## src/dur_pkg.sv

```systemverilog
`default_nettype none

package dur_pkg;

	// hardware rate code, bit 3 flags CCK
	typedef logic [3:0] rate_code_t;

	// dense index, CCK first then OFDM in rising rate order
	typedef logic [3:0] rate_idx_t;

	typedef logic [15:0] dur_t;        // microseconds
	typedef logic [11:0] frame_len_t;  // bytes
	typedef logic [7:0]  resp_len_t;   // bytes

	typedef enum logic {
		dur_bcast  = 1'b0,
		dur_single = 1'b1
	} dur_kind_t;

	localparam int NUM_RATES      = 12;
	localparam int FIRST_OFDM_IDX = 4;

	// OFDM timing
	localparam int OFDM_PREAMBLE_US = 16;
	localparam int OFDM_SIGNAL_US   = 4;
	localparam int OFDM_SYMBOL_US   = 4;
	localparam int SIGNAL_EXT_US    = 6;
	localparam int SERVICE_BITS     = 16;
	localparam int TAIL_BITS        = 6;

	// DSSS/CCK PLCP preamble plus header
	localparam int CCK_LONG_PLCP_US  = 192;
	localparam int CCK_SHORT_PLCP_US = 96;

	localparam int INV_FRAC_BITS = 8; // table word is 1/rate scaled by 256

	function automatic rate_idx_t rate_code_to_index(input rate_code_t code);
		rate_idx_t idx;
		if (code[3]) begin
			idx = rate_idx_t'(code[1:0]); // 1, 2, 5.5, 11
		end else begin
			case (code[2:0])
				3'd0: idx = 4'd10; // 48
				3'd1: idx = 4'd8;  // 24
				3'd2: idx = 4'd6;  // 12
				3'd3: idx = 4'd4;  // 6
				3'd4: idx = 4'd11; // 54
				3'd5: idx = 4'd9;  // 36
				3'd6: idx = 4'd7;  // 18
				default: idx = 4'd5; // 9
			endcase
		end
		return idx;
	endfunction

endpackage

`default_nettype wire

```

## src/basic_rate_sel.sv

```systemverilog
`timescale 1ns/100ps
`default_nettype none

module basic_rate_sel import dur_pkg::*; (
	input  wire rate_idx_t            data_idx,
	input  wire logic [NUM_RATES-1:0] basic_rate_set,
	output rate_idx_t                 resp_idx
);

	rate_idx_t floor_idx;

	// lowest rate of the modulation class, mandatory in every BSS
	assign floor_idx = (data_idx < rate_idx_t'(FIRST_OFDM_IDX)) ?
		rate_idx_t'(0) : rate_idx_t'(FIRST_OFDM_IDX);

	// highest basic rate in [floor, data_idx]
	always_comb begin
		resp_idx = floor_idx;
		for (int i = 0; i < NUM_RATES; i++) begin
			if (basic_rate_set[i] && rate_idx_t'(i) >= floor_idx &&
				rate_idx_t'(i) <= data_idx)
				resp_idx = rate_idx_t'(i); // later hit is faster
		end
	end

endmodule

`default_nettype wire

```

## src/dur_ctrl.sv

```systemverilog
`timescale 1ns/100ps
`default_nettype none

module dur_ctrl import dur_pkg::*; #(
	parameter int INV_W = 16
) (
	input  wire logic             clk,
	input  wire logic             arst_n,
	input  wire logic             start,
	input  wire dur_kind_t        dur_kind,
	input  wire rate_code_t       data_rate,
	input  wire resp_len_t        resp_len,
	input  wire frame_len_t       next_len,
	input  wire logic             long_pre,
	input  wire dur_t             sifs,
	input  wire rate_idx_t        resp_idx,
	output logic                  rd_req,
	output rate_idx_t             rd_idx,
	input  wire logic             rd_ack,
	input  wire logic [INV_W-1:0] inv,
	output logic                  calc,
	output frame_len_t            calc_len,
	output rate_idx_t             calc_idx,
	output logic [INV_W-1:0]      inv_out,
	output logic                  calc_long_pre,
	input  wire logic             air_done,
	input  wire dur_t             air_us,
	output rate_idx_t             data_idx,
	output logic                  dur_valid,
	output dur_t                  dur,
	output rate_idx_t             resp_rate
);

	typedef enum logic [2:0] {
		st_idle,
		st_resp,  // response read, skipped when no ack expected
		st_frag,  // next fragment read, skipped when none follows
		st_wait,  // table read then airtime
		st_done
	} state_t;

	state_t     state;
	logic       frag_ph;   // current airtime belongs to the fragment
	resp_len_t  resp_len_q;
	frame_len_t next_len_q;
	dur_t       sifs_q;
	rate_idx_t  resp_q;
	dur_t       acc;

	always_ff @(posedge clk or negedge arst_n) begin
		if (!arst_n) begin
			state     <= st_idle;
			frag_ph   <= 1'b0;
			rd_req    <= 1'b0;
			calc      <= 1'b0;
			dur_valid <= 1'b0;
		end else begin
			rd_req    <= 1'b0;
			calc      <= 1'b0;
			dur_valid <= 1'b0;
			case (state)
				st_idle: begin
					if (start) begin
						if (dur_kind == dur_bcast)
							dur_valid <= 1'b1; // answered right away
						else
							state <= st_resp;
					end
				end
				st_resp: begin
					frag_ph <= 1'b0;
					if (resp_len_q != '0) begin
						rd_req <= 1'b1;
						state  <= st_wait;
					end else begin
						state <= st_frag;
					end
				end
				st_frag: begin
					frag_ph <= 1'b1;
					if (next_len_q != '0) begin
						rd_req <= 1'b1;
						state  <= st_wait;
					end else begin
						state <= st_done;
					end
				end
				st_wait: begin
					if (rd_ack)
						calc <= 1'b1;
					if (air_done)
						state <= frag_ph ? st_done : st_frag;
				end
				default: begin
					dur_valid <= 1'b1;
					state     <= st_idle;
				end
			endcase
		end
	end

	// request fields and the running sum
	always_ff @(posedge clk) begin
		if (state == st_idle && start) begin
			data_idx      <= rate_code_to_index(data_rate);
			resp_len_q    <= resp_len;
			next_len_q    <= next_len;
			calc_long_pre <= long_pre;
			sifs_q        <= sifs;
			if (dur_kind == dur_bcast) begin
				dur       <= '0;
				resp_rate <= '0;
			end
		end
		if (state == st_resp) begin
			resp_q   <= resp_idx; // basic rate settles one cycle after start
			rd_idx   <= resp_idx;
			calc_idx <= resp_idx;
			calc_len <= frame_len_t'(resp_len_q);
			acc      <= '0;
		end
		if (state == st_frag) begin
			rd_idx   <= data_idx;
			calc_idx <= data_idx;
			calc_len <= next_len_q;
			if (next_len_q != '0)
				acc <= (acc << 1) + sifs_q; // 2 x D1 + sifs, airtime added later
		end
		if (state == st_wait) begin
			if (rd_ack)
				inv_out <= inv;
			if (air_done)
				acc <= acc + air_us + (frag_ph ? dur_t'(0) : sifs_q);
		end
		if (state == st_done) begin
			dur       <= acc;
			resp_rate <= resp_q;
		end
	end

endmodule

`default_nettype wire

```

## src/frame_airtime.sv

```systemverilog
`timescale 1ns/100ps
`default_nettype none

module frame_airtime import dur_pkg::*; #(
	parameter int INV_W = 16
) (
	input  wire logic             clk,
	input  wire logic             arst_n,
	input  wire logic             calc,
	input  wire frame_len_t       len,
	input  wire rate_idx_t        idx,
	input  wire logic [INV_W-1:0] inv,
	input  wire logic             long_pre,
	output logic                  air_done,
	output dur_t                  air_us
);

	localparam int PW = 16 + INV_W;            // bits x inverse rate
	localparam int QW = PW - INV_FRAC_BITS + 1; // quotient plus round-up carry

	logic          is_cck;
	logic [15:0]   nbits;
	logic [PW-1:0] prod;
	logic [QW-1:0] q;
	dur_t          air_nxt;

	assign is_cck = idx < rate_idx_t'(FIRST_OFDM_IDX);

	always_comb begin
		// OFDM carries service and tail bits on top of the PSDU
		if (is_cck)
			nbits = {1'b0, len, 3'b000};
		else
			nbits = 16'(SERVICE_BITS + TAIL_BITS) + {1'b0, len, 3'b000};
		prod = PW'(nbits) * PW'(inv);
		// ceiling of prod / 256
		q = QW'(prod[PW-1:INV_FRAC_BITS]) + QW'(|prod[INV_FRAC_BITS-1:0]);
		if (is_cck) begin
			air_nxt = dur_t'(q) +
				dur_t'(long_pre ? CCK_LONG_PLCP_US : CCK_SHORT_PLCP_US);
		end else begin
			// q is the symbol count here
			air_nxt = dur_t'(OFDM_PREAMBLE_US + OFDM_SIGNAL_US + SIGNAL_EXT_US) +
				dur_t'(q) * dur_t'(OFDM_SYMBOL_US);
		end
	end

	always_ff @(posedge clk or negedge arst_n) begin
		if (!arst_n)
			air_done <= 1'b0;
		else
			air_done <= calc;
	end

	always_ff @(posedge clk) begin
		if (calc)
			air_us <= air_nxt;
	end

endmodule

`default_nettype wire

```

## src/rate_table_rd.sv

```systemverilog
`timescale 1ns/100ps
`default_nettype none

module rate_table_rd import dur_pkg::*; #(
	parameter int INV_W = 16
) (
	input  wire logic             clk,
	input  wire logic             arst_n,
	input  wire logic             rd_req,
	input  wire rate_idx_t        rd_idx,
	output logic                  tab_en,
	output rate_idx_t             tab_addr,
	input  wire logic [INV_W-1:0] tab_data,
	output logic                  rd_ack,
	output logic [INV_W-1:0]      inv
);

	logic [INV_W-1:0] inv_q;

	// tab_en doubles as the pending flag, data is back the cycle after
	always_ff @(posedge clk or negedge arst_n) begin
		if (!arst_n) begin
			tab_en <= 1'b0;
			rd_ack <= 1'b0;
		end else begin
			tab_en <= rd_req;
			rd_ack <= tab_en;
		end
	end

	always_ff @(posedge clk) begin
		if (rd_req)
			tab_addr <= rd_idx;
		if (rd_ack)
			inv_q <= tab_data; // hold last word
	end

	// word goes out in the return cycle, held copy after that
	assign inv = rd_ack ? tab_data : inv_q;

endmodule

`default_nettype wire

```

## src/tx_duration.sv

```systemverilog
`timescale 1ns/100ps
`default_nettype none

module tx_duration import dur_pkg::*; #(
	parameter int INV_W = 16
) (
	input  wire logic                 clk,
	input  wire logic                 arst_n,
	input  wire logic                 start,
	input  wire dur_kind_t            dur_kind,
	input  wire rate_code_t           data_rate,
	input  wire resp_len_t            resp_len,
	input  wire frame_len_t           next_len,
	input  wire logic                 long_pre,
	input  wire logic [NUM_RATES-1:0] basic_rate_set,
	input  wire dur_t                 sifs,
	output logic                      tab_en,
	output rate_idx_t                 tab_addr,
	input  wire logic [INV_W-1:0]     tab_data,
	output logic                      dur_valid,
	output dur_t                      dur,
	output rate_idx_t                 resp_rate
);

	rate_idx_t        data_idx;
	rate_idx_t        resp_idx;
	logic             rd_req;
	rate_idx_t        rd_idx;
	logic             rd_ack;
	logic [INV_W-1:0] inv;
	logic             calc;
	frame_len_t       calc_len;
	rate_idx_t        calc_idx;
	logic [INV_W-1:0] calc_inv;
	logic             calc_long_pre;
	logic             air_done;
	dur_t             air_us;

	dur_ctrl #(.INV_W(INV_W)) ctrl0 (
		.clk(clk), .arst_n(arst_n), .start(start), .dur_kind(dur_kind),
		.data_rate(data_rate), .resp_len(resp_len), .next_len(next_len),
		.long_pre(long_pre), .sifs(sifs), .resp_idx(resp_idx),
		.rd_req(rd_req), .rd_idx(rd_idx), .rd_ack(rd_ack), .inv(inv),
		.calc(calc), .calc_len(calc_len), .calc_idx(calc_idx), .inv_out(calc_inv),
		.calc_long_pre(calc_long_pre), .air_done(air_done), .air_us(air_us),
		.data_idx(data_idx), .dur_valid(dur_valid), .dur(dur), .resp_rate(resp_rate)
	);

	basic_rate_sel sel0 (
		.data_idx(data_idx), .basic_rate_set(basic_rate_set), .resp_idx(resp_idx)
	);

	rate_table_rd #(.INV_W(INV_W)) rd0 (
		.clk(clk), .arst_n(arst_n), .rd_req(rd_req), .rd_idx(rd_idx),
		.tab_en(tab_en), .tab_addr(tab_addr), .tab_data(tab_data),
		.rd_ack(rd_ack), .inv(inv)
	);

	frame_airtime #(.INV_W(INV_W)) air0 (
		.clk(clk), .arst_n(arst_n), .calc(calc), .len(calc_len), .idx(calc_idx),
		.inv(calc_inv), .long_pre(calc_long_pre), .air_done(air_done), .air_us(air_us)
	);

endmodule

`default_nettype wire
```

## config.mk

```make
export PLATFORM = sky130hd
export DESIGN_NAME = tx_duration
export DESIGN_NICKNAME = d
export VERILOG_FILES = /design/src/dur_pkg.sv /design/src/basic_rate_sel.sv /design/src/dur_ctrl.sv /design/src/frame_airtime.sv /design/src/rate_table_rd.sv /design/src/tx_duration.sv
export SDC_FILE = /design/constraint.sdc
export NUM_CORES = 1
export LEC_CHECK = 0
export BUFFER_PORTS_ARGS = -buffer_cell sky130_fd_sc_hd__buf_2
export CORE_MARGIN = 5
export CORE_UTILIZATION = 55
export CTS_CLUSTER_SIZE = 16
export DETAILED_ROUTE_END_ITERATION = 10
export GPL_TIMING_DRIVEN = 1
export PLACE_DENSITY_LB_ADDON = 0.2
export SYNTH_ARGS = -nofsm -noshare
export SYNTH_HDL_FRONTEND = slang
export SYNTH_HIERARCHICAL = 1
export SYNTH_SLANG_ARGS = --single-unit
```

## constraint.sdc

```tcl
create_clock -name clk -period 7.6 [get_ports clk]
set_input_delay 0 -clock clk [delete_from_list [all_inputs] [get_ports clk]]
set_output_delay 0 -clock clk [all_outputs]
set_load 0.05 [all_outputs]
```

==> impl_metrics.py, run 1 <==
metrics = {
    "layout": {
        "drive_above_1_share_pct": 22.3,
        "area_growth_pct": 21.8,
        "n_antenna_cell": 0,
        "fin_nets": 2124,
    },
    "hold_path": {
        "hold_path_end": "ctrl0/resp_q[3]$_DFFE_PP_",
        "hold_path.class": "in -> reg",
        "hold_depth": 3,
        "hp-start": "basic_rate_set[11]",
    },
    "die": {
        "start_util_pct": 55.8,
        "core.rowCount": 61,
        "io_pins": 99,
        "die-area_um2": 31700,
        "die_height_um": 178,
        "die_width_um": 178,
        "coreArea_um2": 27800,
    },
    "detailed_routing": {
        "drtIter0Drc": 758,
        "vias": 11991,
        "wire_per_inst_um": 17.6,
        "drc": 0,
        "dr.pass1.iters": 5,
        "drt-total-wl_mm": 38.1,
        "viasPerCell": 5.53,
        "ant_nets": 0,
    },
    "clocking": {
        "cts_tree": "done",
        "h-tree-depth": 4,
        "cts_buffer_depth": 2,
        "cts_buffers": 17,
        "root_buffer": "clkbuf_16",
        "clk_latency_ps": 440,
        "cts_sinks": 159,
        "clk_pin_slew_ps": 70,
    },
    "setup_path": {
        "end_kind": "register",
        "regToRegSetupSlack_ps": 40,
        "reg2reg_depth": 29,
        "cp_common_cell": "fa_1",
        "crit_required_ps": 7780,
        "crit_fanout": 7,
        "critPathLaunchType": "register",
        "cp_slowest_cell": "fa_1",
        "slowest_delay_ps": 540,
        "timing.rr.start": "ctrl0/calc_idx[2]$_DFFE_PP_",
        "crit_type": "reg -> reg",
        "r2r-end": "air0/air_us[15]$_DFFE_PP_",
        "worstPathArrival_ps": 7740,
    },
    "synth": {
        "ys.flop_type": "edfxtp_1",
        "synth.largest_area_cell": "edfxtp_1",
        "ys_seq_area_share_pct": 28.4,
        "synth_seq_cells": 159,
        "netlist_top_cells_area": "edfxtp_1, fa_1, ha_1",
        "netlist_instances": 1537,
        "synth_top_cell_area_share_pct": 22.6,
        "netlist_area_um2": 15500,
        "async_flop_share_pct": 6.29,
        "yosysMostFrequentCell": "inv_1",
        "synth_edf_count": 117,
        "synthTopCellsByCount": "inv_1, fa_1, nand2_1, edfxtp_1, and2_1",
        "ys_types": 91,
        "syn_area_per_cell_um2": 10.1,
        "yosysWarnings": 6,
        "synth_nets": 1884,
    },
    "timing": {
        "grt_setup_unrepaired": "yes",
        "fmax_mhz": 132,
        "hold_violations": 0,
        "worst_pin_slew_ps": 1230,
        "drv_slew": 0,
        "maxSlewHeadroom_pct": 18.1,
        "setup_viol": 0,
        "finalSetupTns_ps": 0,
        "clock_skew_ps": 13.7,
        "fin_crit_sh_pct": 99.4,
        "fin_crit_ps": 7560,
    },
    "grt": {
        "antenna_found_initial": 0,
        "grt_pass1_wl_mm": 60.8,
        "grt_pass1_vias": 12212,
        "grt_max_degree": 42,
        "overflow": 0,
        "grt_usage_pct": 24.1,
    },
    "place": {
        "dp_hpwl_mm": 28.3,
        "port_buffers": 96,
        "gp_congestion": 0.913,
    },
    "run_status": {
        "status": "finished, final reports clean",
    },
    "run": {
        "drv_cap": 0,
    },
}
## layout by cell type (no fill, tap or decap), types with 7 or more instances in the layout
master	count
buf_4	118
o21a_1	7
buf_2	96
and3_1	36
xnor2_2	14
nand4_1	7
nor2_1	35
xnor2_1	45
a31oi_1	7
ha_1	93
nand2b_1	11
nand3_1	25
fa_1	171
and2_1	103
a21o_1	17
xor2_1	24
inv_1	202
clkbuf_16	17
a211oi_1	7
buf_6	7
o21ai_1	9
inv_2	12
nor2b_1	21
nand2_1	163
dfxtp_1	32
a21oi_1	52
mux2_4	10
edfxtp_1	117
dfrtp_1	10
mux2_2	20
o21ai_0	28
mux2i_1	10
nor3_1	12
dlygate4sd3_1	66
## area by class of cell
| type | instances | area, um2 |
|---|---|---|
| Clock buffer | 18 | 429 |
| Clock inverter | 14 | 138 |
| Fill cell | 2102 | 8890 |
| Inverter | 214 | 803 |
| Multi-Input combinational cell | 1095 | 10500 |
| Sequential cell | 159 | 4400 |
| Tap cell | 378 | 473 |
| Timing Repair Buffer | 290 | 2160 |
## state kept, by name, indices dropped and copies added (netlist names)
signal               count
air0/air_done            1
air0/air_us             16
ctrl0/acc               16
ctrl0/calc               1
ctrl0/calc_idx           4
ctrl0/calc_len          12
ctrl0/calc_long_pre      1
ctrl0/data_idx           4
ctrl0/dur               16
ctrl0/dur_valid          1
ctrl0/frag_ph            1
ctrl0/inv_out           16
ctrl0/next_len_q        12
ctrl0/rd_req             1
ctrl0/resp_len_q         8
ctrl0/resp_q             4
ctrl0/resp_rate          4
ctrl0/sifs_q            16
ctrl0/state              3
rd0/inv_q               16
rd0/rd_ack               1
rd0/tab_addr             4
rd0/tab_en               1
## metrics by stage
stage                     std cells  hold slack [ps]  area (um2)  setup WS (ps)  utilization, %
after floorplan                1537             -296       15600           18.2               -
after global placement         2039             -123       17000          -19.4            61.0
after detailed placement       2039             -121       17000           -166            61.0
after CTS                      2149             36.2       18300          0.791            65.8
after global routing           2168             89.2       18900           -334            68.0
final                          2168             47.8       18900           43.4            68.0
## layer usage
layer	global-route usage, %	wire length (um)
met4	7.67	1040
met2	41.3	19000
met5	0	0
met1	31.8	16300
met3	3.39	1790
## worst max-delay path, delay by kind of cell, from the launching register on
kind / cells / cell delay (ps)
adders and majority gates: 7 / 3320
AOI/OAI and AO/OA: 6 / 1340
and+or+nand+nor: 6 / 1040
buffers and inverters: 7 / 700
xor gates and xnor gates: 3 / 510
DFF: 1 / 400
## what timing repair did
action                                 4_1_cts  5_1_grt
hold buffers                                66        0
pin swaps                                   13       28
setup endpoints to repair                    4        8
setup buffers                               11       20
gates cloned                                 1        0
endpoints found under the hold margin       86        0
gates resized for setup                      5       97
## worst max-delay path by stage
| stage | from | depth (start not counted) | endpoint |
|---|---|---|---|
| after floorplan | ctrl0/calc_idx[2]$_DFFE_PP_ | 30 | air0/air_us[15]$_DFFE_PP_ |
| after global placement | ctrl0/calc_idx[2]$_DFFE_PP_ | 31 | air0/air_us[15]$_DFFE_PP_ |
| after detailed placement | ctrl0/calc_idx[2]$_DFFE_PP_ | 30 | air0/air_us[15]$_DFFE_PP_ |
| after CTS | ctrl0/calc_idx[3]$_DFFE_PP_ | 31 | air0/air_us[15]$_DFFE_PP_ |
| after global routing | ctrl0/calc_idx[3]$_DFFE_PP_ | 28 | air0/air_us[15]$_DFFE_PP_ |
| final | ctrl0/calc_idx[2]$_DFFE_PP_ | 29 | air0/air_us[15]$_DFFE_PP_ |
## cells by family after synthesis
group	count (synthesis)	share of synthesized area, %
XOR/XNOR	88	5.10
buffers and inverters	283	7.40
AND/OR/NAND/NOR	484	16.4
AO/OA/AOI/OAI	207	9.09
flip-flops	159	28.4
multiplexers	42	3.20
adder cells (fa/ha/maj)	274	30.4
Power of run 1 is left out: the tool's default activity adds up to more than one toggle a clock period on the data nets, which glitch-free logic cannot reach.
==> run 2, diff against run 1 <==
Settings changed: REMOVE_ABC_BUFFERS set to 1.
==> impl_metrics.py, run 2 (synthesis results as in run 1) <==
metrics = {
    "run_status": {
        "status": "finished, final reports clean",
    },
    "detailed_routing": {
        "dr.pass1.iters": 7,
        "wire_per_inst_um": 17.5,
        "drc": 0,
        "viasPerCell": 5.42,
        "drtIter0Drc": 827,
        "vias": 11892,
        "drt-total-wl_mm": 38.4,
        "ant_nets": 0,
    },
    "setup_path": {
        "end_kind": "register",
        "crit_fanout": 5,
        "crit_family": "adder cells",
        "critPathLaunchType": "register",
        "crit_required_ps": 7780,
        "cp_slowest_cell": "fa_1",
        "regToRegSetupSlack_ps": 4,
        "slowest_delay_ps": 550,
        "crit_type": "reg -> reg",
        "worstPathArrival_ps": 7780,
        "cp_common_cell": "fa_1",
        "worst-path-buf-inv": 9,
    },
    "timing": {
        "worst_pin_slew_ps": 961,
        "fmax_mhz": 132,
        "hold_violations": 0,
        "fin_crit_ps": 7600,
        "fin_crit_sh_pct": 99.9,
        "finalSetupTns_ps": 0,
        "fin_ws_ps": 4.46,
        "drv_slew": 0,
        "grt_setup_unrepaired": "yes",
        "clock_skew_ps": 28.0,
        "maxSlewHeadroom_pct": 35.9,
        "setup_viol": 0,
    },
    "clocking": {
        "cts_buffers": 17,
        "clk_latency_ps": 450,
        "cts_buffer_depth": 2,
        "cts_tree": "done",
        "root_buffer": "clkbuf_16",
        "cts_sinks": 159,
        "h-tree-depth": 4,
        "clk_pin_slew_ps": 80,
    },
    "hold_path": {
        "hold_path.class": "in -> reg",
    },
    "die": {
        "io_pins": 99,
        "start_util_pct": 55.8,
        "coreArea_um2": 27800,
        "die-area_um2": 31700,
        "core.rowCount": 61,
        "die_width_um": 178,
        "die_height_um": 178,
    },
    "grt": {
        "grt_max_degree": 38,
        "use_met1_pct": 32.0,
        "busiest_layer": "met2",
        "grtUsageMet2_pct": 44.3,
        "grt_pass1_wl_mm": 62.5,
        "grt_pass1_vias": 12463,
        "use_met3_pct": 3.49,
        "antenna_found_initial": 1,
        "grt_usage_pct": 24.9,
        "overflow": 0,
    },
    "place": {
        "dp_hpwl_mm": 28.7,
        "placed_cell_area_um2": 17100,
        "dp_slack_ps": -313,
        "gp_congestion": 0.919,
        "port_buffers": 96,
    },
    "layout": {
        "layout_commonest_cell": "inv_1",
        "stdcell_area_um2": 19100,
        "area_growth_pct": 23.1,
        "drive_above_1_share_pct": 22.9,
        "final_cell_mix": "inv_1, fa_1, nand2_1",
        "fin_nets": 2148,
        "postLayoutCoreUtil_pct": 68.8,
    },
    "run": {
        "drv_cap": 0,
    },
}
==> run 2: changes by cell type in the layout (fill, tap and decap cells not counted), moves of 4 or more <==
cell,delta
inv_2,-5
buf_4,+21
o21ai_0,-4
clkinv_8,+5
xor2_2,+4
o21ai_2,+4
xnor2_2,-4
inv_1,+5
==> run 2: routing by layer <==
metal  share of wire [%]  wire (um)
met4                 2.1        808
met1                  41      15900
met3                 4.2       1590
met5                   0          0
met2                  52      20100
==> run 2: per-stage QoR <==
stage | hold WS [ps] | cells
2_1_floorplan | -296 | 1468
3_3_place_gp | -126 | 2070
3_5_place_dp | -125 | 2070
4_1_cts | 40.0 | 2182
5_1_grt | 51.4 | 2193
6_report | 40.1 | 2193
==> run 2: timing repair <==
action	4_1_cts	5_1_grt
endpoints found under the setup margin	8	9
hold endpoints to repair	86	0
pin swaps	49	50
buffers inserted	14	11
resized for setup	44	66
gates cloned	1	0
hold buffers	66	0
==> run 2: path summary, 6_finish.rpt <==
path	startpoint	end	depth (start not counted)
max	ctrl0/calc_len[1]$_DFFE_PP_	air0/air_us[14]$_DFFE_PP_	30
min	basic_rate_set[6]	ctrl0/resp_q[1]$_DFFE_PP_	3
min in group asynchronous	arst_n	ctrl0/calc$_DFF_PN0_	3
max reg2reg	ctrl0/calc_len[1]$_DFFE_PP_	air0/air_us[14]$_DFFE_PP_	30
max in group asynchronous	arst_n	air0/air_done$_DFF_PN0_	3
min reg2reg	rd0/tab_en$_DFF_PN0_	rd0/rd_ack$_DFF_PN0_	0
==> run 2: worst register-to-register path: cells and delay by family (launching register included) <==
kind	cells	cell delay [ps]
mux	1	260
simple gates	7	1680
compound gates	3	480
flops	1	430
xor+xnor	2	170
fa+ha+maj	8	3590
buf+inv	9	720
==> run 2: final cells by class <==
class	count	area, um2
Tap cell	378	473
Timing Repair Buffer	314	2340
Antenna cell	1	2.50
Clock buffer	17	425
Sequential cell	159	4400
Multi-Input combinational cell	1095	10500
Clock inverter	15	191
Inverter	214	803
Fill cell	2128	8680
Power of run 2 is left out for the same reason.
